`src/hw/dbg_pkg.sv`:
```
`default_nettype none

package dbg_pkg;

    // ======================================================================
    // layout and sizing.
    // ======================================================================
    localparam int DBG_TEXT_LEN  = 75;
    localparam int DBG_BUF_DEPTH = 128;
    localparam int DBG_PTR_W     = 7;

    // register codes on the register file read port.
    localparam logic [4:0] ALU_REG_C    = 5'd2;
    localparam logic [4:0] ALU_REG_NONE = 5'd31;

    // sources a value digit can be taken from.
    localparam logic [2:0] SRC_PC    = 3'd0;
    localparam logic [2:0] SRC_CARRY = 3'd1;
    localparam logic [2:0] SRC_P     = 3'd2;
    localparam logic [2:0] SRC_HST   = 3'd3;
    localparam logic [2:0] SRC_ST    = 3'd4;
    localparam logic [2:0] SRC_REG   = 3'd5;

    // ======================================================================
    // fields of the dump, in print order.
    // ======================================================================
    localparam logic [3:0] FLD_IDLE    = 4'd0;
    localparam logic [3:0] FLD_PC_LBL  = 4'd1;
    localparam logic [3:0] FLD_PC_VAL  = 4'd2;
    localparam logic [3:0] FLD_CY_LBL  = 4'd3;
    localparam logic [3:0] FLD_CY_VAL  = 4'd4;
    localparam logic [3:0] FLD_NL_0    = 4'd5;
    localparam logic [3:0] FLD_P_LBL   = 4'd6;
    localparam logic [3:0] FLD_P_VAL   = 4'd7;
    localparam logic [3:0] FLD_HST_LBL = 4'd8;
    localparam logic [3:0] FLD_HST_VAL = 4'd9;
    localparam logic [3:0] FLD_ST_LBL  = 4'd10;
    localparam logic [3:0] FLD_ST_VAL  = 4'd11;
    localparam logic [3:0] FLD_NL_1    = 4'd12;
    localparam logic [3:0] FLD_C_LBL   = 4'd13;
    localparam logic [3:0] FLD_C_VAL   = 4'd14;
    localparam logic [3:0] FLD_NL_2    = 4'd15;

    // debug cycle states.
    localparam logic [1:0] CYC_IDLE   = 2'd0;
    localparam logic [1:0] CYC_FORMAT = 2'd1;
    localparam logic [1:0] CYC_DRAIN  = 2'd2;

    // a value digit: where it comes from and which digit or bit.
    typedef struct packed {
        logic [2:0] src;
        logic [4:0] idx;
    } dbg_nibref_t;

    // one token word, either a literal character or a digit reference.
    typedef union packed {
        logic [7:0]  ascii;
        dbg_nibref_t nibref;
    } dbg_token_u;

endpackage

`default_nettype wire

```
`src/hw/dbg_char_streamer.sv`:
```
`timescale 1ns/1ps
`default_nettype none

module dbg_char_streamer (
    input  logic                          i_clk,
    input  logic                          i_reset,
    input  logic                          i_clk_en,
    input  logic [3:0]                    i_phases,
    input  logic                          i_instr_decoded,
    input  logic                          i_format_done,
    input  logic [dbg_pkg::DBG_PTR_W-1:0] i_length,
    input  logic [7:0]                    i_rd_char,
    output logic                          o_start,
    output logic                          o_clear,
    output logic [dbg_pkg::DBG_PTR_W-1:0] o_rd_addr,
    output logic                          o_debug_cycle,
    output logic                          o_char_strobe,
    output logic [7:0]                    o_char_to_send
);
    import dbg_pkg::*;

    logic [1:0]           cycle_state;
    logic                 start_q;
    logic [DBG_PTR_W-1:0] rd_cnt;
    logic                 trigger;
    logic                 advance;

    assign trigger = (cycle_state == CYC_IDLE) && i_clk_en && i_phases[3] && i_instr_decoded;
    assign advance = (cycle_state == CYC_DRAIN) && i_clk_en && (rd_cnt != i_length);

    // address the buffer one step ahead, so i_rd_char always holds
    // the character at rd_cnt.
    assign o_rd_addr = advance ? (rd_cnt + 1'b1) : rd_cnt;

    assign o_start       = start_q;
    assign o_clear       = start_q;
    assign o_debug_cycle = (cycle_state != CYC_IDLE);

    // ======================================================================
    // debug cycle: idle, format, drain.
    // ======================================================================
    always_ff @(posedge i_clk) begin
        if (i_reset) begin
            cycle_state    <= CYC_IDLE;
            start_q        <= 1'b0;
            rd_cnt         <= '0;
            o_char_strobe  <= 1'b0;
            o_char_to_send <= 8'h00;
        end else begin
            start_q       <= trigger;
            o_char_strobe <= advance;
            if (advance) begin
                o_char_to_send <= i_rd_char;
                rd_cnt         <= rd_cnt + 1'b1;
            end
            case (cycle_state)
                CYC_IDLE: begin
                    if (trigger) begin
                        cycle_state <= CYC_FORMAT;
                        rd_cnt      <= '0;
                    end
                end
                CYC_FORMAT: if (i_format_done) cycle_state <= CYC_DRAIN;
                // last strobe is out, drop the cycle on the next clock.
                CYC_DRAIN:  if (rd_cnt == i_length) cycle_state <= CYC_IDLE;
                default:    cycle_state <= CYC_IDLE;
            endcase
        end
    end

    a_strobe_in_cycle: assert property (@(posedge i_clk) disable iff (i_reset)
        o_char_strobe |-> o_debug_cycle);

endmodule

`default_nettype wire

```
`src/hw/dbg_field_sequencer.sv`:
```
`timescale 1ns/1ps
`default_nettype none

module dbg_field_sequencer (
    input  logic               i_clk,
    input  logic               i_reset,
    input  logic               i_start,
    output dbg_pkg::dbg_token_u o_token,
    output logic               o_literal,
    output logic               o_valid,
    output logic               o_done
);
    import dbg_pkg::*;

    logic [3:0]           field;
    logic [4:0]           chr_idx;
    logic [63:0]          lbl_text;
    logic [2:0]           val_src;
    logic [DBG_PTR_W-1:0] tok_cnt;

    // number of characters in a field.
    function automatic logic [4:0] field_len(input logic [3:0] f);
        case (f)
            FLD_PC_LBL:  return 5'd4;
            FLD_PC_VAL:  return 5'd5;
            FLD_CY_LBL:  return 5'd8;
            FLD_P_LBL:   return 5'd3;
            FLD_HST_LBL: return 5'd6;
            FLD_HST_VAL: return 5'd4;
            FLD_ST_LBL:  return 5'd5;
            FLD_ST_VAL:  return 5'd16;
            FLD_C_LBL:   return 5'd3;
            FLD_C_VAL:   return 5'd16;
            default:     return 5'd1;
        endcase
    endfunction

    // ======================================================================
    // current field decode.
    // ======================================================================
    // labels are right justified in lbl_text, so the index counting down
    // picks them left to right.
    always_comb begin
        lbl_text  = '0;
        val_src   = SRC_PC;
        o_literal = 1'b1;
        case (field)
            FLD_PC_LBL:  lbl_text = "PC: ";
            FLD_CY_LBL:  lbl_text = " Carry: ";
            FLD_P_LBL:   lbl_text = "P: ";
            FLD_HST_LBL: lbl_text = " HST: ";
            FLD_ST_LBL:  lbl_text = " ST: ";
            FLD_C_LBL:   lbl_text = "C: ";
            FLD_NL_0, FLD_NL_1, FLD_NL_2: lbl_text = "\n";
            FLD_PC_VAL:  begin o_literal = 1'b0; val_src = SRC_PC;    end
            FLD_CY_VAL:  begin o_literal = 1'b0; val_src = SRC_CARRY; end
            FLD_P_VAL:   begin o_literal = 1'b0; val_src = SRC_P;     end
            FLD_HST_VAL: begin o_literal = 1'b0; val_src = SRC_HST;   end
            FLD_ST_VAL:  begin o_literal = 1'b0; val_src = SRC_ST;    end
            FLD_C_VAL:   begin o_literal = 1'b0; val_src = SRC_REG;   end
            default:     lbl_text = '0;
        endcase
    end

    always_comb begin
        o_token = '0;
        if (o_literal) begin
            o_token.ascii = lbl_text[{chr_idx[2:0], 3'b000} +: 8];
        end else begin
            o_token.nibref.src = val_src;
            o_token.nibref.idx = chr_idx;
        end
    end

    assign o_valid = (field != FLD_IDLE);

    // ======================================================================
    // field walk, one token per clock.
    // ======================================================================
    always_ff @(posedge i_clk) begin
        if (i_reset) begin
            field   <= FLD_IDLE;
            chr_idx <= '0;
            tok_cnt <= '0;
            o_done  <= 1'b0;
        end else begin
            o_done <= 1'b0;
            if (i_start) begin
                field   <= FLD_PC_LBL;
                chr_idx <= field_len(FLD_PC_LBL) - 5'd1;
                tok_cnt <= '0;
            end else if (o_valid) begin
                tok_cnt <= tok_cnt + 1'b1;
                if (chr_idx != 5'd0) begin
                    chr_idx <= chr_idx - 5'd1;
                end else if (field == FLD_NL_2) begin
                    field  <= FLD_IDLE;
                    o_done <= 1'b1;
                end else begin
                    field   <= field + 4'd1;
                    chr_idx <= field_len(field + 4'd1) - 5'd1;
                end
            end
        end
    end

    // the layout must add up to exactly one dump.
    a_token_count: assert property (@(posedge i_clk) disable iff (i_reset)
        o_valid |-> (tok_cnt < DBG_PTR_W'(DBG_TEXT_LEN)));
    a_done_count: assert property (@(posedge i_clk) disable iff (i_reset)
        o_done |-> (tok_cnt == DBG_PTR_W'(DBG_TEXT_LEN)));

endmodule

`default_nettype wire

```
`src/hw/dbg_nibble_formatter.sv`:
```
`timescale 1ns/1ps
`default_nettype none

module dbg_nibble_formatter (
    input  dbg_pkg::dbg_token_u i_token,
    input  logic               i_literal,
    input  logic               i_valid,
    input  logic [19:0]        i_current_pc,
    input  logic               i_carry,
    input  logic [3:0]         i_reg_p,
    input  logic [3:0]         i_reg_hst,
    input  logic [15:0]        i_reg_st,
    input  logic [3:0]         i_dbg_reg_nibble,
    output logic [4:0]         o_dbg_register,
    output logic [3:0]         o_dbg_reg_ptr,
    output logic [7:0]         o_char,
    output logic               o_write
);
    import dbg_pkg::*;

    logic [3:0] nibble;
    logic [7:0] hex_char;
    logic [4:0] ref_idx;
    logic [4:0] idx_limit;

    assign ref_idx = i_token.nibref.idx;

    // pick the referenced nibble.
    // single bits come out as 0 or 1.
    always_comb begin
        nibble         = 4'h0;
        o_dbg_register = ALU_REG_NONE;
        o_dbg_reg_ptr  = 4'h0;
        if (i_valid && !i_literal) begin
            case (i_token.nibref.src)
                SRC_PC:    nibble = i_current_pc[{ref_idx[2:0], 2'b00} +: 4];
                SRC_CARRY: nibble = {3'b000, i_carry};
                SRC_P:     nibble = i_reg_p;
                SRC_HST:   nibble = {3'b000, i_reg_hst[ref_idx[1:0]]};
                SRC_ST:    nibble = {3'b000, i_reg_st[ref_idx[3:0]]};
                SRC_REG: begin
                    // register file answers in the same cycle.
                    o_dbg_register = ALU_REG_C;
                    o_dbg_reg_ptr  = ref_idx[3:0];
                    nibble         = i_dbg_reg_nibble;
                end
                default:   nibble = 4'h0;
            endcase
        end
    end

    assign hex_char = (nibble < 4'd10) ? (8'h30 + {4'h0, nibble})
                                       : (8'h37 + {4'h0, nibble});

    assign o_char  = i_literal ? i_token.ascii : hex_char;
    assign o_write = i_valid;

    // digits each source can supply.
    always_comb begin
        case (i_token.nibref.src)
            SRC_PC:          idx_limit = 5'd5;
            SRC_HST:         idx_limit = 5'd4;
            SRC_ST, SRC_REG: idx_limit = 5'd16;
            default:         idx_limit = 5'd1;
        endcase
    end

    // a reference past the end of its source would read the wrong bits.
    always_comb begin
        if (i_valid && !i_literal) begin
            a_idx_in_range: assert (ref_idx < idx_limit);
        end
    end

endmodule

`default_nettype wire

```
`src/hw/dbg_text_buffer.sv`:
```
`timescale 1ns/1ps
`default_nettype none

module dbg_text_buffer (
    input  logic                          i_clk,
    input  logic                          i_reset,
    input  logic                          i_clear,
    input  logic                          i_write,
    input  logic [7:0]                    i_char,
    input  logic [dbg_pkg::DBG_PTR_W-1:0] i_rd_addr,
    output logic [7:0]                    o_rd_char,
    output logic [dbg_pkg::DBG_PTR_W-1:0] o_length
);
    import dbg_pkg::*;

    logic [7:0] mem [DBG_BUF_DEPTH];

    // character store, registered read.
    always_ff @(posedge i_clk) begin
        if (i_write && !i_clear) begin
            mem[o_length] <= i_char;
        end
        o_rd_char <= mem[i_rd_addr];
    end

    // append pointer.
    always_ff @(posedge i_clk) begin
        if (i_reset || i_clear) begin
            o_length <= '0;
        end else if (i_write) begin
            o_length <= o_length + 1'b1;
        end
    end

    // a write into a full buffer would wrap the length back to zero.
    a_no_overflow: assert property (@(posedge i_clk) disable iff (i_reset)
        (i_write && !i_clear) |=> (o_length != '0));

endmodule

`default_nettype wire

```
`src/hw/saturn_debugger.sv`:
```
`timescale 1ns/1ps
`default_nettype none

module saturn_debugger (
    input  logic        i_clk,
    input  logic        i_reset,
    input  logic        i_clk_en,
    input  logic [3:0]  i_phases,
    input  logic        i_instr_decoded,
    input  logic [19:0] i_current_pc,
    input  logic        i_carry,
    input  logic [3:0]  i_reg_p,
    input  logic [3:0]  i_reg_hst,
    input  logic [15:0] i_reg_st,
    input  logic [3:0]  i_dbg_reg_nibble,
    output logic        o_debug_cycle,
    output logic [4:0]  o_dbg_register,
    output logic [3:0]  o_dbg_reg_ptr,
    output logic [7:0]  o_char_to_send,
    output logic        o_char_strobe
);
    import dbg_pkg::*;

    dbg_token_u           token;
    logic                 token_literal;
    logic                 token_valid;
    logic                 format_done;
    logic                 seq_start;
    logic                 buf_clear;
    logic [7:0]           fmt_char;
    logic                 fmt_write;
    logic [7:0]           rd_char;
    logic [DBG_PTR_W-1:0] rd_addr;
    logic [DBG_PTR_W-1:0] text_length;

    // ======================================================================
    // format path.
    // ======================================================================
    dbg_field_sequencer dbg_field_sequencer_inst (
        .i_clk     (i_clk),
        .i_reset   (i_reset),
        .i_start   (seq_start),
        .o_token   (token),
        .o_literal (token_literal),
        .o_valid   (token_valid),
        .o_done    (format_done)
    );

    dbg_nibble_formatter dbg_nibble_formatter_inst (
        .i_token          (token),
        .i_literal        (token_literal),
        .i_valid          (token_valid),
        .i_current_pc     (i_current_pc),
        .i_carry          (i_carry),
        .i_reg_p          (i_reg_p),
        .i_reg_hst        (i_reg_hst),
        .i_reg_st         (i_reg_st),
        .i_dbg_reg_nibble (i_dbg_reg_nibble),
        .o_dbg_register   (o_dbg_register),
        .o_dbg_reg_ptr    (o_dbg_reg_ptr),
        .o_char           (fmt_char),
        .o_write          (fmt_write)
    );

    dbg_text_buffer dbg_text_buffer_inst (
        .i_clk     (i_clk),
        .i_reset   (i_reset),
        .i_clear   (buf_clear),
        .i_write   (fmt_write),
        .i_char    (fmt_char),
        .i_rd_addr (rd_addr),
        .o_rd_char (rd_char),
        .o_length  (text_length)
    );

    // output side.
    dbg_char_streamer dbg_char_streamer_inst (
        .i_clk           (i_clk),
        .i_reset         (i_reset),
        .i_clk_en        (i_clk_en),
        .i_phases        (i_phases),
        .i_instr_decoded (i_instr_decoded),
        .i_format_done   (format_done),
        .i_length        (text_length),
        .i_rd_char       (rd_char),
        .o_start         (seq_start),
        .o_clear         (buf_clear),
        .o_rd_addr       (rd_addr),
        .o_debug_cycle   (o_debug_cycle),
        .o_char_strobe   (o_char_strobe),
        .o_char_to_send  (o_char_to_send)
    );

endmodule

`default_nettype wire

```
`config.mk`:
```
export PLATFORM = sky130hd
export DESIGN_NAME = saturn_debugger
export DESIGN_NICKNAME = d
export VERILOG_FILES = /design/src/hw/dbg_pkg.sv /design/src/hw/dbg_char_streamer.sv /design/src/hw/dbg_field_sequencer.sv /design/src/hw/dbg_nibble_formatter.sv /design/src/hw/dbg_text_buffer.sv /design/src/hw/saturn_debugger.sv
export SDC_FILE = /design/constraint.sdc
export NUM_CORES = 1
export LEC_CHECK = 0
export ABC_AREA = 1
export CAP_MARGIN = 20
export CELL_PAD_IN_SITES_DETAIL_PLACEMENT = 0
export CELL_PAD_IN_SITES_GLOBAL_PLACEMENT = 2
export CORE_ASPECT_RATIO = 0.6
export CORE_MARGIN = 2
export CORE_UTILIZATION = 38
export DETAILED_ROUTE_END_ITERATION = 8
export DONT_BUFFER_PORTS = 1
export PLACE_DENSITY = 0.77
export REMOVE_ABC_BUFFERS = 1
export SLEW_MARGIN = 20
export SYNTH_ARGS = -nofsm -noshare
export SYNTH_HDL_FRONTEND = slang
export SYNTH_SLANG_ARGS = --single-unit
```
`constraint.sdc`:
```
create_clock -name i_clk -period 6.2 [get_ports i_clk]
set_input_delay 0.31 -clock i_clk [delete_from_list [all_inputs] [get_ports i_clk]]
set_output_delay 0.31 -clock i_clk [all_outputs]
set_load 0.03 [all_outputs]
```
=== Word-level counts from Yosys, hierarchy flattened ===
Memory sizes are Yosys's and may differ from the RTL's. A register that Yosys moved wholly into a read port is not among the register bits.
Cells that the tools add are included.

* Add/sub/neg operators: 7
* $lt $le $gt $ge: 3
* Equal/unequal tests: 30
* Shifts and indexed selects: 2
* Muxes and demuxes: 38
* Bitwise operators: 2
* Reduce and logical (&&, ||, !) cells: 24

{| class="wikitable"
|+ Operators with widths
! kind !! number
|-
| 62-bit one-hot mux with 7 select lines || 1
|-
| 64-bit by 7-bit variable part select with 8-bit output || 1
|-
| 5-bit two-way mux || 9
|-
| 4-bit == test, second input constant || 8
|-
| 8-bit two-way mux || 3
|-
| 4-bit one-hot mux with 6 select lines || 1
|-
| 7-bit two-way mux || 3
|-
| 20-bit by 6-bit variable part select with 4-bit output || 1
|-
| 4-bit by 3-bit == test with 1-bit output, second input constant || 4
|-
| 4-bit two-way mux || 4
|-
| 3-bit one-hot mux with 5 select lines || 1
|-
| 6-bit by 4-bit adder with 7-bit output, first input constant || 2
|-
| 7-bit by 1-bit adder with 7-bit output, second input constant || 2
|-
| 2-bit two-way mux || 5
|-
| 5-bit by 1-bit subtractor with 5-bit output, second input constant || 2
|-
| 4-bit by 2-bit == test with 1-bit output, second input constant || 2
|-
| 1-bit two-way mux || 8
|-
| 2-bit AND reduction || 4
|-
| 7-bit == test || 1
|-
| 1-bit logical AND || 7
|-
| 7-bit inequality test || 1
|-
| 3-bit by 2-bit == test with 1-bit output, second input constant || 2
|-
| 3-bit == test, second input constant || 2
|-
| 2-bit by 1-bit inequality test with 1-bit output, second input constant || 3
|-
| other kinds (26) || 29
|}

* Bits in registers: 36
* Bits in writable memories: 1024
* Memory bits (read-only): 80
* Bits of input ports: 57
* Output and inout bits: 19
* Logic and storage cells: 119
* Memories kept: 2

{| class="wikitable"
|+ Memories
! memory !! depth !! bits a word !! rd ports !! clocked after Yosys merged registers in !! write ports !! line !! RTL
|-
| dbg_text_buffer_inst.mem || 128 || 8 || 1 || 1 || 1 || dbg_text_buffer.sv:16 || <nowiki>logic [7:0] mem [DBG_BUF_DEPTH];</nowiki>
|-
| (no name shown) || 16 || 5 || 1 || 0 || 0 || dbg_field_sequencer.sv:23 || <nowiki>case (f)</nowiki>
|}

=== Logic depth before layout (Yosys ltp) ===
Gate-level depths: netlist of run 1.

* Depth after elaboration: 12
* Mapped depth: 26
* Depth with buffers taken out: 25

=== By module ===
From an unflattened synthesis of run 1, not the netlist that was laid out.

* Cells, all modules: 4167
* Area, all modules: 45708.8 um^2

{| class="wikitable"
|+ By module, submodules not included
! module !! times used !! cells each !! area each (um^2) !! seq. area each (um^2)
|-
| dbg_text_buffer || 1 || 3608 || 42523.3 || 31049.8
|-
| dbg_field_sequencer || 1 || 204 || 1255.0 || 200.2
|-
| dbg_char_streamer || 1 || 167 || 1061.0 || 380.4
|-
| dbg_nibble_formatter || 1 || 188 || 869.6 || 0.0
|}

=== Worst setup path after synthesis of run 1 ===
Ideal clock, no wire load.

* Path kind: flip-flop to flip-flop
* From: reg dbg_field_sequencer_inst.field[0]
* To: mem dbg_text_buffer_inst.mem[0][3], data pin
* Library setup time: 0.896 ns
* Arrival time: 5.759 ns
* Data required time: 5.304 ns
* Setup slack: -0.456 ns
* Cell stages (with the launch flop): 21
* Buffers on the path: 1
* Clock period less this slack: 6.656 ns
* Path through: dfxtp_1 inv_1 ha_1 nand3_4 nand2_2 nor2_4 nand2_4 inv_6 nand3_4 nand2_4 buf_6 nand2_1 nand2_1 nand2_1 nand2_1 nand2_1 nand3_1 nand2_1 nand2_2 nand2_2 o22ai_1

* Longest elaborated chain between the ends: 12
* Elaborated cells between the ends (all ways): 41

{| class="wikitable"
|+ Ends and longest elaborated chain
! element !! line !! RTL
|-
| start, declared || dbg_field_sequencer.sv:15 || <nowiki>logic [3:0] field;</nowiki>
|-
| start signal, assigned || dbg_field_sequencer.sv:100 || <nowiki>field <= field + 4'd1;</nowiki>
|-
| 4-bit by 3-bit == test with 1-bit output / 4-bit == test (equally long branches) || dbg_field_sequencer.sv:47 || <nowiki>case (field)</nowiki>
|-
| 3-bit OR reduction || dbg_field_sequencer.sv:47 ||
|-
| 62-bit one-hot mux with 7 select lines || dbg_field_sequencer.sv:47 ||
|-
| 64-bit by 7-bit variable part select with 8-bit output || dbg_field_sequencer.sv:68 || <nowiki>o_token.ascii = lbl_text[{chr_idx[2:0], 3'b000} +: 8];</nowiki>
|-
| 8-bit two-way mux || dbg_field_sequencer.sv:67 || <nowiki>if (o_literal) begin</nowiki>
|-
| 1-bit binary-select mux with 4-bit select / 1-bit binary-select mux with 2-bit select (equally long branches) || dbg_nibble_formatter.sv:40, dbg_nibble_formatter.sv:39 ||
|-
| 1-bit two-way mux, on equally long branches || dbg_nibble_formatter.sv:40, dbg_nibble_formatter.sv:39 ||
|-
| 4-bit one-hot mux with 6 select lines || dbg_nibble_formatter.sv:35 || <nowiki>case (i_token.nibref.src)</nowiki>
|-
| 4-bit two-way mux || dbg_nibble_formatter.sv:34 || <nowiki>if (i_valid && !i_literal) begin</nowiki>
|-
| 6-bit by 4-bit adder with 7-bit output (tied with other cells) || dbg_nibble_formatter.sv:53 || <nowiki>: (8'h37 + {4'h0, nibble});</nowiki>
|-
| 8-bit two-way mux || dbg_nibble_formatter.sv:52 || <nowiki>assign hex_char = (nibble < 4'd10) ? (8'h30 + {4'h0, nibble})</nowiki>
|-
| 8-bit two-way mux (*) || dbg_nibble_formatter.sv:55 || <nowiki>assign o_char = i_literal ? i_token.ascii : hex_char;</nowiki>
|-
| net dbg_nibble_formatter_inst.o_char[3] || dbg_nibble_formatter.sv:16 || <nowiki>output logic [7:0] o_char,</nowiki>
|-
| end, declared || dbg_text_buffer.sv:16 ||
|}

Mark *: on every way through the listed nets, which the timed path passes. The rest lies on a longest branch. The select of a mux whose other input is x is not followed.

=== Final worst setup path of run 1 ===
* From: reg dbg_field_sequencer_inst.field[0]
* To: mem dbg_text_buffer_inst.mem[89][2], data pin

Same word-level chain as after synthesis.

==> results of run 1 <==
per-layer routing:
metal / GRT usage [%] / share of wire (%) / vias up
li1: - / - / 15413
met1: 33.5 / 51 / 15108
met2: 27.7 / 40 / 868
met3: 4.48 / 7.0 / 155
met4: 4.58 / 2.0 / 0
met5: 0 / 0 / -
worst paths after layout:
check / from / end / slack [ns] / depth (start not counted)
setup / recovery: dbg_field_sequencer_inst.field[0] / dbg_text_buffer_inst.mem[89][2] / 1.01 / 21
hold / removal: i_instr_decoded / dbg_char_streamer_inst.o_clear / 0.09 / 2
setup reg to reg: dbg_field_sequencer_inst.field[0] / dbg_text_buffer_inst.mem[89][2] / 1.01 / 21
hold reg to reg: dbg_field_sequencer_inst.o_done / dbg_char_streamer_inst.cycle_state[1] / 0.48 / 2
final cells by class:
class                           instances  area share [%]
Sequential cell                      1068            60.0
Multi-Input combinational cell       2909            24.5
Clock buffer                          127            5.18
Inverter                              572            4.08
Tap cell                             1632            3.87
Timing Repair Buffer                   57            1.29
Clock inverter                         65            1.08
Antenna cell                            1         0.00474
sequential cells by signal (all words and copies together), names as in the netlist:
signal and count:
dbg_text_buffer_inst.o_length 7, dbg_field_sequencer_inst.chr_idx 5, dbg_text_buffer_inst.mem 1024, dbg_char_streamer_inst.o_char_strobe 1
dbg_char_streamer_inst.o_char_to_send 8, dbg_char_streamer_inst.o_clear 1, dbg_field_sequencer_inst.o_done 1, dbg_field_sequencer_inst.field 4
dbg_char_streamer_inst.rd_cnt 7, dbg_char_streamer_inst.cycle_state 2, dbg_text_buffer_inst.o_rd_char 8
power groups by stage:
stage	Combinational, mW	Clock, mW	Sequential (mW)
after floorplan	0.511	0	8.51
after global placement	1.01	0	8.44
after detailed placement	1.01	0	8.44
after CTS	1.02	6.47	8.29
after global routing	1.12	6.74	8.29
final	1.01	6.35	8.29
placed cells by master (no fill, tap or decap), types with 4 or more instances in the layout:
| master | n |
|---|---|
| nor2_1 | 222 |
| buf_12 | 20 |
| a22oi_1 | 6 |
| nand3_1 | 702 |
| ha_1 | 12 |
| o211ai_1 | 104 |
| nand3b_1 | 12 |
| bufinv_16 | 9 |
| nand3_2 | 5 |
| nor3_1 | 7 |
| inv_2 | 10 |
| clkinv_2 | 22 |
| edfxtp_1 | 1024 |
| o21ai_0 | 20 |
| nand2_1 | 1592 |
| inv_1 | 557 |
| clkinv_1 | 27 |
| clkbuf_16 | 106 |
| buf_4 | 36 |
| dfxtp_1 | 44 |
| nand2_4 | 5 |
| xnor2_1 | 6 |
| o21ai_4 | 4 |
| clkbuf_1 | 21 |
| nor2_2 | 8 |
| conb_1 | 129 |
| nand3_4 | 4 |
| clkinvlp_4 | 4 |
| nand2_2 | 7 |
| a21oi_1 | 25 |
| nand4_1 | 7 |
critical path: cells and delay by family (launching register included):
family	cells	cell delay [ns]
AOI/OAI and AO/OA	1	0.08
adders and majority gates	2	0.60
buffers and inverters	3	0.75
DFF	1	0.36
and+or+nand+nor	15	2.92
cell families (layout without fill, tap and decap cells):
kind of cell | after synthesis | count (layout) | share of synthesized area [%]
AO/OA/AOI/OAI | 173 | 173 | 2.50
adder cells (fa/ha/maj) | 12 | 12 | 0.317
buffers and inverters | 815 | 821 | 7.17
AND/OR/NAND/NOR | 2583 | 2583 | 22.9
flip-flops | 1068 | 1068 | 66.9
other | 2 | 130 | 0.0159
XOR/XNOR | 12 | 12 | 0.270
stage by stage:
step	instances	utilization [%]	setup TNS [ns]	hold slack, ns
after floorplan	4549	-	-278.50	0.379
after global placement	6236	39.9	0	0.382
after detailed placement	6236	39.9	0	0.383
after CTS	6429	42.6	0	0.0364
after global routing	6431	42.6	0	0.0619
final	6431	42.6	0	0.0916
==> impl_summary.log, run 1 <==
INFO  metric synthToLayoutAreaGrowth = 11.5%
INFO  metric hpwlAfterDp = 76400 um
INFO  metric dominant_cell_type_by_count_on_the_critical_path = nand2_1
INFO  metric synth_enable_flop_cells = 1024
INFO  metric clock_insertion_delay_worst_skew = 0.70 ns
INFO  metric grt_pass1_wl = 196000 um
INFO  metric cp_slowest_stage_delay = 0.47 ns
INFO  metric grt_pass1_vias = 28.9k
INFO  metric synth_top_cell_area_share = 65.0%
INFO  metric cts_buffer_depth = 3
INFO  metric final_hold_viol_count = 0
INFO  metric async_reset_ff_share = 0%
INFO  metric antenna_violating_nets_post_route = 0
INFO  metric placementRows = 100
INFO  metric detailedRoute.firstIterationViolations = 3158
INFO  metric finalWorstSetupSlack = 1.01 ns
INFO  metric crit_chain = inv_1 > ha_1 > nand3_4 > nand2_2 > nor2_4 > nand2_4 > nand2_1 > nand2_4 > inv_2 > nor2_1 > nand2_1 > nand2_1 > a21oi_1 > nand2_1 > nand2_1 > ha_1 > nand2_1 > nand2_1 > nand2_1 > nand3_4 > buf_12
INFO  metric synth_top_area_cell = edfxtp_1
INFO  metric pre_repair_dr_iteration_count = 6
INFO  metric ys.warnings.count = 0
INFO  metric maxCapViolations = 0
INFO  metric power.static_leakage = 21.1 nW
INFO  metric number_of_antenna_violations_at_the_first_check_in_global_routing = 3
INFO  metric final.min_clock_period = 5.19 ns
INFO  metric dr_wl_cell = 20.6 um
INFO  metric transition_time_of_the_tightest_slew_check_pin = 1.10 ns
INFO  metric tritoncts_num_sinks = 1068
INFO  metric vdd.ir_drop.worst = 0.194 mV
INFO  metric power = 15.6 mW
INFO  metric powerDensity = 297 nW/um^2
INFO  metric synth.area.top_cells = edfxtp_1, nand2_1, nand3_1, inv_1, dfxtp_1
INFO  metric stdcell_area = 52800 um^2
INFO  metric relSlewSlack = 26.2%
INFO  metric netSwitchingPower = 3.69 mW
INFO  metric fin_worst_skew = 0.0232 ns
INFO  metric proportion_of_power_drawn_by_flip_flops_and_latches = 53.0%
INFO  metric critPathCaptureType = flop
INFO  metric startpoint_type = flop
INFO  metric ys_seq_area_share = 66.9%
INFO  metric multi_input_area = 12900 um^2
INFO  metric hold_buffers = 1
INFO  metric die-area = 127000 um^2
INFO  metric ff_latch_area = 31600 um^2
INFO  metric sw_frac_of_total = 23.6%
INFO  metric ys_types = 48
INFO  metric status = finished, final reports clean
INFO  metric synth_area = 47300 um^2
INFO  metric fraction_of_the_cycle_the_final_worst_path_needs = 83.8%
INFO  metric crit_slowest_cell = nand3_4
INFO  metric clk_transition_reported_paths = 0.06 ns
INFO  metric rsz0062_at_grt = false
INFO  metric ctsRootBufferMaster = clkbuf_16
INFO  metric route.final.wire_length = 133000 um
INFO  metric global_route.usage.total = 20.7%
INFO  metric grt_max_degree = 130
INFO  metric top_level_ports = 76
INFO  metric floorplan.initialDensity = 38.2%
INFO  metric synthesis.instances = 4665
INFO  metric timing_worst_setup_path_type = flop to flop
INFO  metric ys_ff_latch = 1068
INFO  metric grt.overflow.total = 0
INFO  metric detail_route.vias_per_cell = 4.90
INFO  metric hold_class = input port to flop
INFO  metric n_fill_cell = 11.9k
INFO  metric synth_top_flop_cell = edfxtp_1
INFO  metric worstPathRequired = 6.59 ns
INFO  metric final_nets = 4781
INFO  metric synthesis.area_per_instance = 10.1 um^2
INFO  metric setup-violations-final = 0
INFO  metric fp.dieW = 459 um
INFO  metric vias = 31.5k
INFO  metric post_cts.resized_instances = 0
INFO  metric netlist_top_cells_count = nand2_1, edfxtp_1, nand3_1
INFO  metric crit_fanout = 72
INFO  metric synth.most_common_cell = nand2_1
INFO  metric drt_drc_violations_left = 0
INFO  metric fmax = 193 MHz
INFO  metric preCtsSetupSlack = 1.03 ns
INFO  metric core = 124000 um^2
INFO  metric cell_internal_pwr = 12.0 mW
INFO  metric numCtsBuffers = 104
INFO  metric cts_tree = built
INFO  metric timing.final.max_slew_violations = 0
INFO  metric critical_path_arrival = 5.58 ns
INFO  metric dpl_cell_area = 49400 um^2
INFO  metric power_frac_comb = 6.4%
INFO  metric h-tree-depth = 3
INFO  metric post_cts_repair_timing_setup_buffer_count = 0
INFO  metric share_of_post_route_cells_with_drive_strength_above_1 = 5.54%
INFO  metric place.gp.congestion = 0.788
INFO  metric clk_network_pwr_share = 40.6%
INFO  metric port-buffer-count = 0
INFO  metric fp.dieH = 277 um
No activity file was read; power rests on OpenSTA's default activity.
==> run 2: changes to the inputs <==
--- a/config.mk
+++ b/config.mk
@@ -5,16 +5,16 @@
 export SDC_FILE = /design/constraint.sdc
 export NUM_CORES = 1
 export LEC_CHECK = 0
-export ABC_AREA = 1
+export ABC_AREA = 0
 export CAP_MARGIN = 20
 export CELL_PAD_IN_SITES_DETAIL_PLACEMENT = 0
 export CELL_PAD_IN_SITES_GLOBAL_PLACEMENT = 2
 export CORE_ASPECT_RATIO = 0.6
 export CORE_MARGIN = 2
-export CORE_UTILIZATION = 38
+export CORE_UTILIZATION = 41
 export DETAILED_ROUTE_END_ITERATION = 8
 export DONT_BUFFER_PORTS = 1
-export PLACE_DENSITY = 0.77
+export PLACE_DENSITY = 0.78
 export REMOVE_ABC_BUFFERS = 1
 export SLEW_MARGIN = 20
 export SYNTH_ARGS = -nofsm -noshare
==> constraint.sdc (replaced) <==
create_clock -name i_clk -period 4.35 [get_ports i_clk]
set_input_delay 0.2175 -clock i_clk [delete_from_list [all_inputs] [get_ports i_clk]]
set_output_delay 0.2175 -clock i_clk [all_outputs]
set_load 0.03 [all_outputs]
==> run 2 against run 1 <==
Net effect:
- flip-flop and latch count is the same
- register-to-register slack lost 0.92 ns
- first-iteration DRC count grew 37%
- critical path type unchanged
- largest cell class unchanged
==> impl_summary.log, run 2 <==
INFO  metric non_filler_instances = 5645 (was 6431)
INFO  metric setup-violations-final = 0 (unchanged)
INFO  metric mostFrequentLayoutCells = edfxtp_1, nand2_1, nand3_1, buf_4, nor2_1 (was nand2_1, edfxtp_1, nand3_1, inv_1, nor2_1)
INFO  metric synth_top_cell_area_share = 64.7% (was 65.0%)
INFO  metric critical_path_buf_inv_count = 6 (was 3)
INFO  metric synthesis.instances = 3773 (was 4665)
INFO  metric synthToLayoutAreaGrowth = 16.7% (was 11.5%)
INFO  metric grt_max_degree = 129 (was 130)
INFO  metric regMostFlops = dbg_text_buffer_inst.mem (unchanged)
INFO  metric crit_slowest_cell = dfxtp_4 (was nand3_4)
INFO  metric async_reset_ff_share = 0% (unchanged)
INFO  metric crit_chain = buf_4 > ha_2 > or3_4 > and4_4 > o31a_4 > a22o_4 > mux2i_1 > a311oi_1 > o21ai_2 > and3_4 > o31a_1 > ha_2 > inv_1 > a21oi_2 > nor2_2 > buf_4 > nor2_4 > buf_12 > clkbuf_16 > clkbuf_16 (was inv_1 > ha_1 > nand3_4 > nand2_2 > nor2_4 > nand2_4 > nand2_1 > nand2_4 > inv_2 > nor2_1 > nand2_1 > nand2_1 > a21oi_1 > nand2_1 > nand2_1 > ha_1 > nand2_1 > nand2_1 > nand2_1 > nand3_4 > buf_12)
INFO  metric stdcell_area = 55500 um^2 (was 52800 um^2)
INFO  metric critPathCaptureType = flop (unchanged)
INFO  metric die-area = 119000 um^2 (was 127000 um^2)
INFO  metric cp_slowest_stage_delay = 0.36 ns (was 0.47 ns)
INFO  metric synth_enable_flop_cells = 1024 (unchanged)
INFO  metric ys_seq_area_share = 66.5% (was 66.9%)
INFO  metric cts_tree = built (unchanged)
INFO  metric pre_repair_dr_iteration_count = 8 (was 6)
INFO  metric clk_transition_reported_paths = 0.07 ns (was 0.06 ns)
INFO  metric detailedRoute.firstIterationViolations = 4316 (was 3158)
INFO  metric dr_wl_cell = 25.7 um (was 20.6 um)
INFO  metric ctsRootBufferMaster = clkbuf_16 (unchanged)
INFO  metric cts_buffer_depth = 3 (unchanged)
INFO  metric placementRows = 96 (was 100)
INFO  metric transition_time_of_the_tightest_slew_check_pin = 1.08 ns (was 1.10 ns)
INFO  metric vdd.ir_drop.worst = 0.320 mV (was 0.194 mV)
INFO  metric ff_latch_area = 31600 um^2 (about the same)
INFO  metric critical-path-top-delay-family = compound AO/OA/AOI/OAI gates (was simple AND/OR/NAND/NOR gates)
INFO  metric route.final.wire_length = 145000 um (was 133000 um)
INFO  metric floorplan.initialDensity = 41.4% (was 38.2%)
INFO  metric tritoncts_num_sinks = 1068 (unchanged)
INFO  metric placed_cells = 5437 (was 6236)
INFO  metric critical_path_arrival = 4.72 ns (was 5.58 ns)
INFO  metric ys.warnings.count = 0 (unchanged)
INFO  metric final_hold_viol_count = 0 (unchanged)
INFO  metric synthesis.area_per_instance = 12.6 um^2 (was 10.1 um^2)
INFO  metric relSlewSlack = 27.8% (was 26.2%)
INFO  metric final.min_clock_period = 4.26 ns (was 5.19 ns)
INFO  metric grt_pass1_wl = 211000 um (was 196000 um)
INFO  metric timing.final.max_slew_violations = 0 (unchanged)
INFO  metric power.static_leakage = 18.5 nW (was 21.1 nW)
INFO  metric finalWorstSetupSlack = 0.0858 ns (was 1.01 ns)
INFO  metric fp.dieW = 444 um (was 459 um)
INFO  metric preCtsSetupSlack = -0.0520 ns (was 1.03 ns)
INFO  metric maxCapViolations = 0 (unchanged)
INFO  metric totalNegativeSetupSlack = 0 ns (unchanged)
INFO  metric clock_insertion_delay_worst_skew = 0.73 ns (was 0.70 ns)
INFO  metric status = finished, final reports clean (unchanged)
INFO  metric drt_drc_violations_left = 0 (unchanged)
INFO  metric synth.area.top_cells = edfxtp_1, nand2_1, nand3_1, mux4_2, a221oi_1 (was edfxtp_1, nand2_1, nand3_1, inv_1, dfxtp_1)
INFO  metric worstPathRequired = 4.80 ns (was 6.59 ns)
INFO  metric ys_types = 98 (was 48)
INFO  metric ys_ff_latch = 1068 (unchanged)
INFO  metric final_nets = 4109 (was 4781)
INFO  metric powerDensity = 425 nW/um^2 (was 297 nW/um^2)
INFO  metric fraction_of_the_cycle_the_final_worst_path_needs = 98.0% (was 83.8%)
INFO  metric place.gp.congestion = 0.880 (was 0.788)
INFO  metric startpoint_type = flop (unchanged)
INFO  metric timing_worst_setup_path_type = flop to flop (unchanged)
INFO  metric synth.most_common_cell = edfxtp_1 (was nand2_1)
INFO  metric global_route.usage.total = 24.0% (was 20.7%)
INFO  metric h-tree-depth = 3 (unchanged)
INFO  metric share_of_post_route_cells_with_drive_strength_above_1 = 14.9% (was 5.54%)
INFO  metric netlist_top_cells_count = edfxtp_1, nand2_1, nand3_1 (was nand2_1, edfxtp_1, nand3_1)
INFO  metric multi_input_area = 15300 um^2 (was 12900 um^2)
INFO  metric hpwlAfterDp = 91600 um (was 76400 um)
INFO  metric dpl_cell_area = 51700 um^2 (was 49400 um^2)
INFO  metric numCtsBuffers = 99 (was 104)
INFO  metric crit_fanout = 14 (was 72)
INFO  metric fin_worst_hold_slack = 0.0558 ns (was 0.0916 ns)
INFO  metric vias = 33.1k (was 31.5k)
INFO  metric core = 115000 um^2 (was 124000 um^2)
INFO  metric fp.dieH = 268 um (was 277 um)
INFO  metric synth_area = 47500 um^2 (was 47300 um^2)
INFO  metric grt.overflow.total = 0 (unchanged)
INFO  metric fin_worst_skew = 0.0288 ns (was 0.0232 ns)
INFO  metric fmax = 235 MHz (was 193 MHz)
INFO  metric detail_route.vias_per_cell = 5.86 (was 4.90)
INFO  metric top_level_ports = 76 (unchanged)
INFO  metric most_common_cell_after_layout_fill_and_taps_aside = edfxtp_1 (was nand2_1)
INFO  metric synth_top_flop_cell = edfxtp_1 (unchanged)
INFO  metric port-buffer-count = 0 (unchanged)
INFO  metric synth_top_area_cell = edfxtp_1 (unchanged)
INFO  metric n_fill_cell = 10.0k (was 11.9k)
INFO  metric largest_register_ffs = 1024 (unchanged)
INFO  metric reg_top3 = dbg_text_buffer_inst.mem: 1024 flops, dbg_char_streamer_inst.o_char_to_send: 8 flops, dbg_text_buffer_inst.o_rd_char: 8 flops (unchanged)
INFO  metric number_of_antenna_violations_at_the_first_check_in_global_routing = 3 (unchanged)
INFO  metric antenna_violating_nets_post_route = 0 (unchanged)
INFO  metric grt_pass1_vias = 30.5k (was 28.9k)
INFO  metric hold_class = input port to flop (unchanged)
[run 2: changes by cell type in the layout (fill, tap and decap cells not counted), moves of 94 or more]
cell      previous run  this run
a221oi_1             0       113
inv_1              557        33
o211ai_1           104         5
buf_4               36       272
nand2_1           1592       670
a31oi_1              1        98
nand3_1            702       390
mux2i_1              0        94
[run 2: cell type report]
cell class | instances | area share, %
inverter | 37 | 0.250
clock buffer | 131 | 4.85
tap | 1519 | 3.43
timing repair buffer | 331 | 5.79
multi-input combinational | 2503 | 27.5
sequential | 1068 | 57.1
clock inverter | 54 | 1.11
antenna | 2 | 0.00902
[run 2: through the flow]
stage / utilization (%) / total power, mW
finish: 48.4 / 23.6
detailed placement: 45.0 / 14.6
global route: 48.4 / 24.3
CTS: 48.0 / 23.6
floorplan: - / 13.5
global placement: 45.0 / 14.6
[run 2: power breakdown]
| group | total [mW] | switching [mW] | internal [mW] |
|---|---|---|---|
| Clock | 9.04 | 3.91 | 5.13 |
| Combinational | 2.64 | 1.80 | 0.840 |
| Sequential | 11.9 | 0.0555 | 11.9 |
| Total | 23.6 | 5.76 | 17.8 |
[run 2: final timing paths]
check	to	from	cells past startpoint	slack, ns
worst min-delay path	dbg_char_streamer_inst.rd_cnt[0]	i_phases[3]	3	0.06
worst max register to register	dbg_text_buffer_inst.mem[71][4]	dbg_field_sequencer_inst.field[1]	20	0.09
worst max-delay path	dbg_text_buffer_inst.mem[71][4]	dbg_field_sequencer_inst.field[1]	20	0.09
worst min register to register	dbg_char_streamer_inst.o_char_to_send[3]	dbg_text_buffer_inst.o_rd_char[3]	2	0.45
[run 2: worst reg2reg max path, cell delays in order, from the launching register on]
cell       delay, ns
dfxtp_4         0.36
buf_4           0.14
ha_2            0.18
or3_4           0.34
and4_4          0.22
o31a_4          0.34
a22o_4          0.26
mux2i_1         0.14
a311oi_1        0.32
o21ai_2         0.11
and3_4          0.19
o31a_1          0.25
ha_2            0.19
inv_1           0.06
a21oi_2         0.05
nor2_2          0.13
buf_4           0.13
nor2_4          0.04
buf_12          0.16
clkbuf_16       0.20
clkbuf_16       0.19
[run 2: what timing repair did]
item                                    CTS  global route
endpoints found under the setup margin  218           539
setup buffers                             1             9
hold buffers                              3             0
pin swaps                                 2            11
gates resized for setup                   6            42
gates cloned                              1             7
endpoints found under the hold margin    35             0
[run 2: logic make-up after synthesis]
family                     share of synthesized area [%]
other                                             0.0158
DFF                                                 66.5
and+or+nand+nor                                     14.4
adders and majority gates                          0.316
buffers and inverters                               3.02
xor gates and xnor gates                           0.466
muxes                                               4.57
AOI/OAI and AO/OA                                   10.7
[run 2: metal layers]
| layer | wire, um | vias to the layer above | GRT usage, % |
|---|---|---|---|
| li1 | - | 14934 | - |
| met1 | 69500 | 16508 | 38.9 |
| met2 | 57900 | 1505 | 31.9 |
| met3 | 15500 | 151 | 6.23 |
| met4 | 2180 | 0 | 4.72 |
| met5 | 0 | - | 0 |
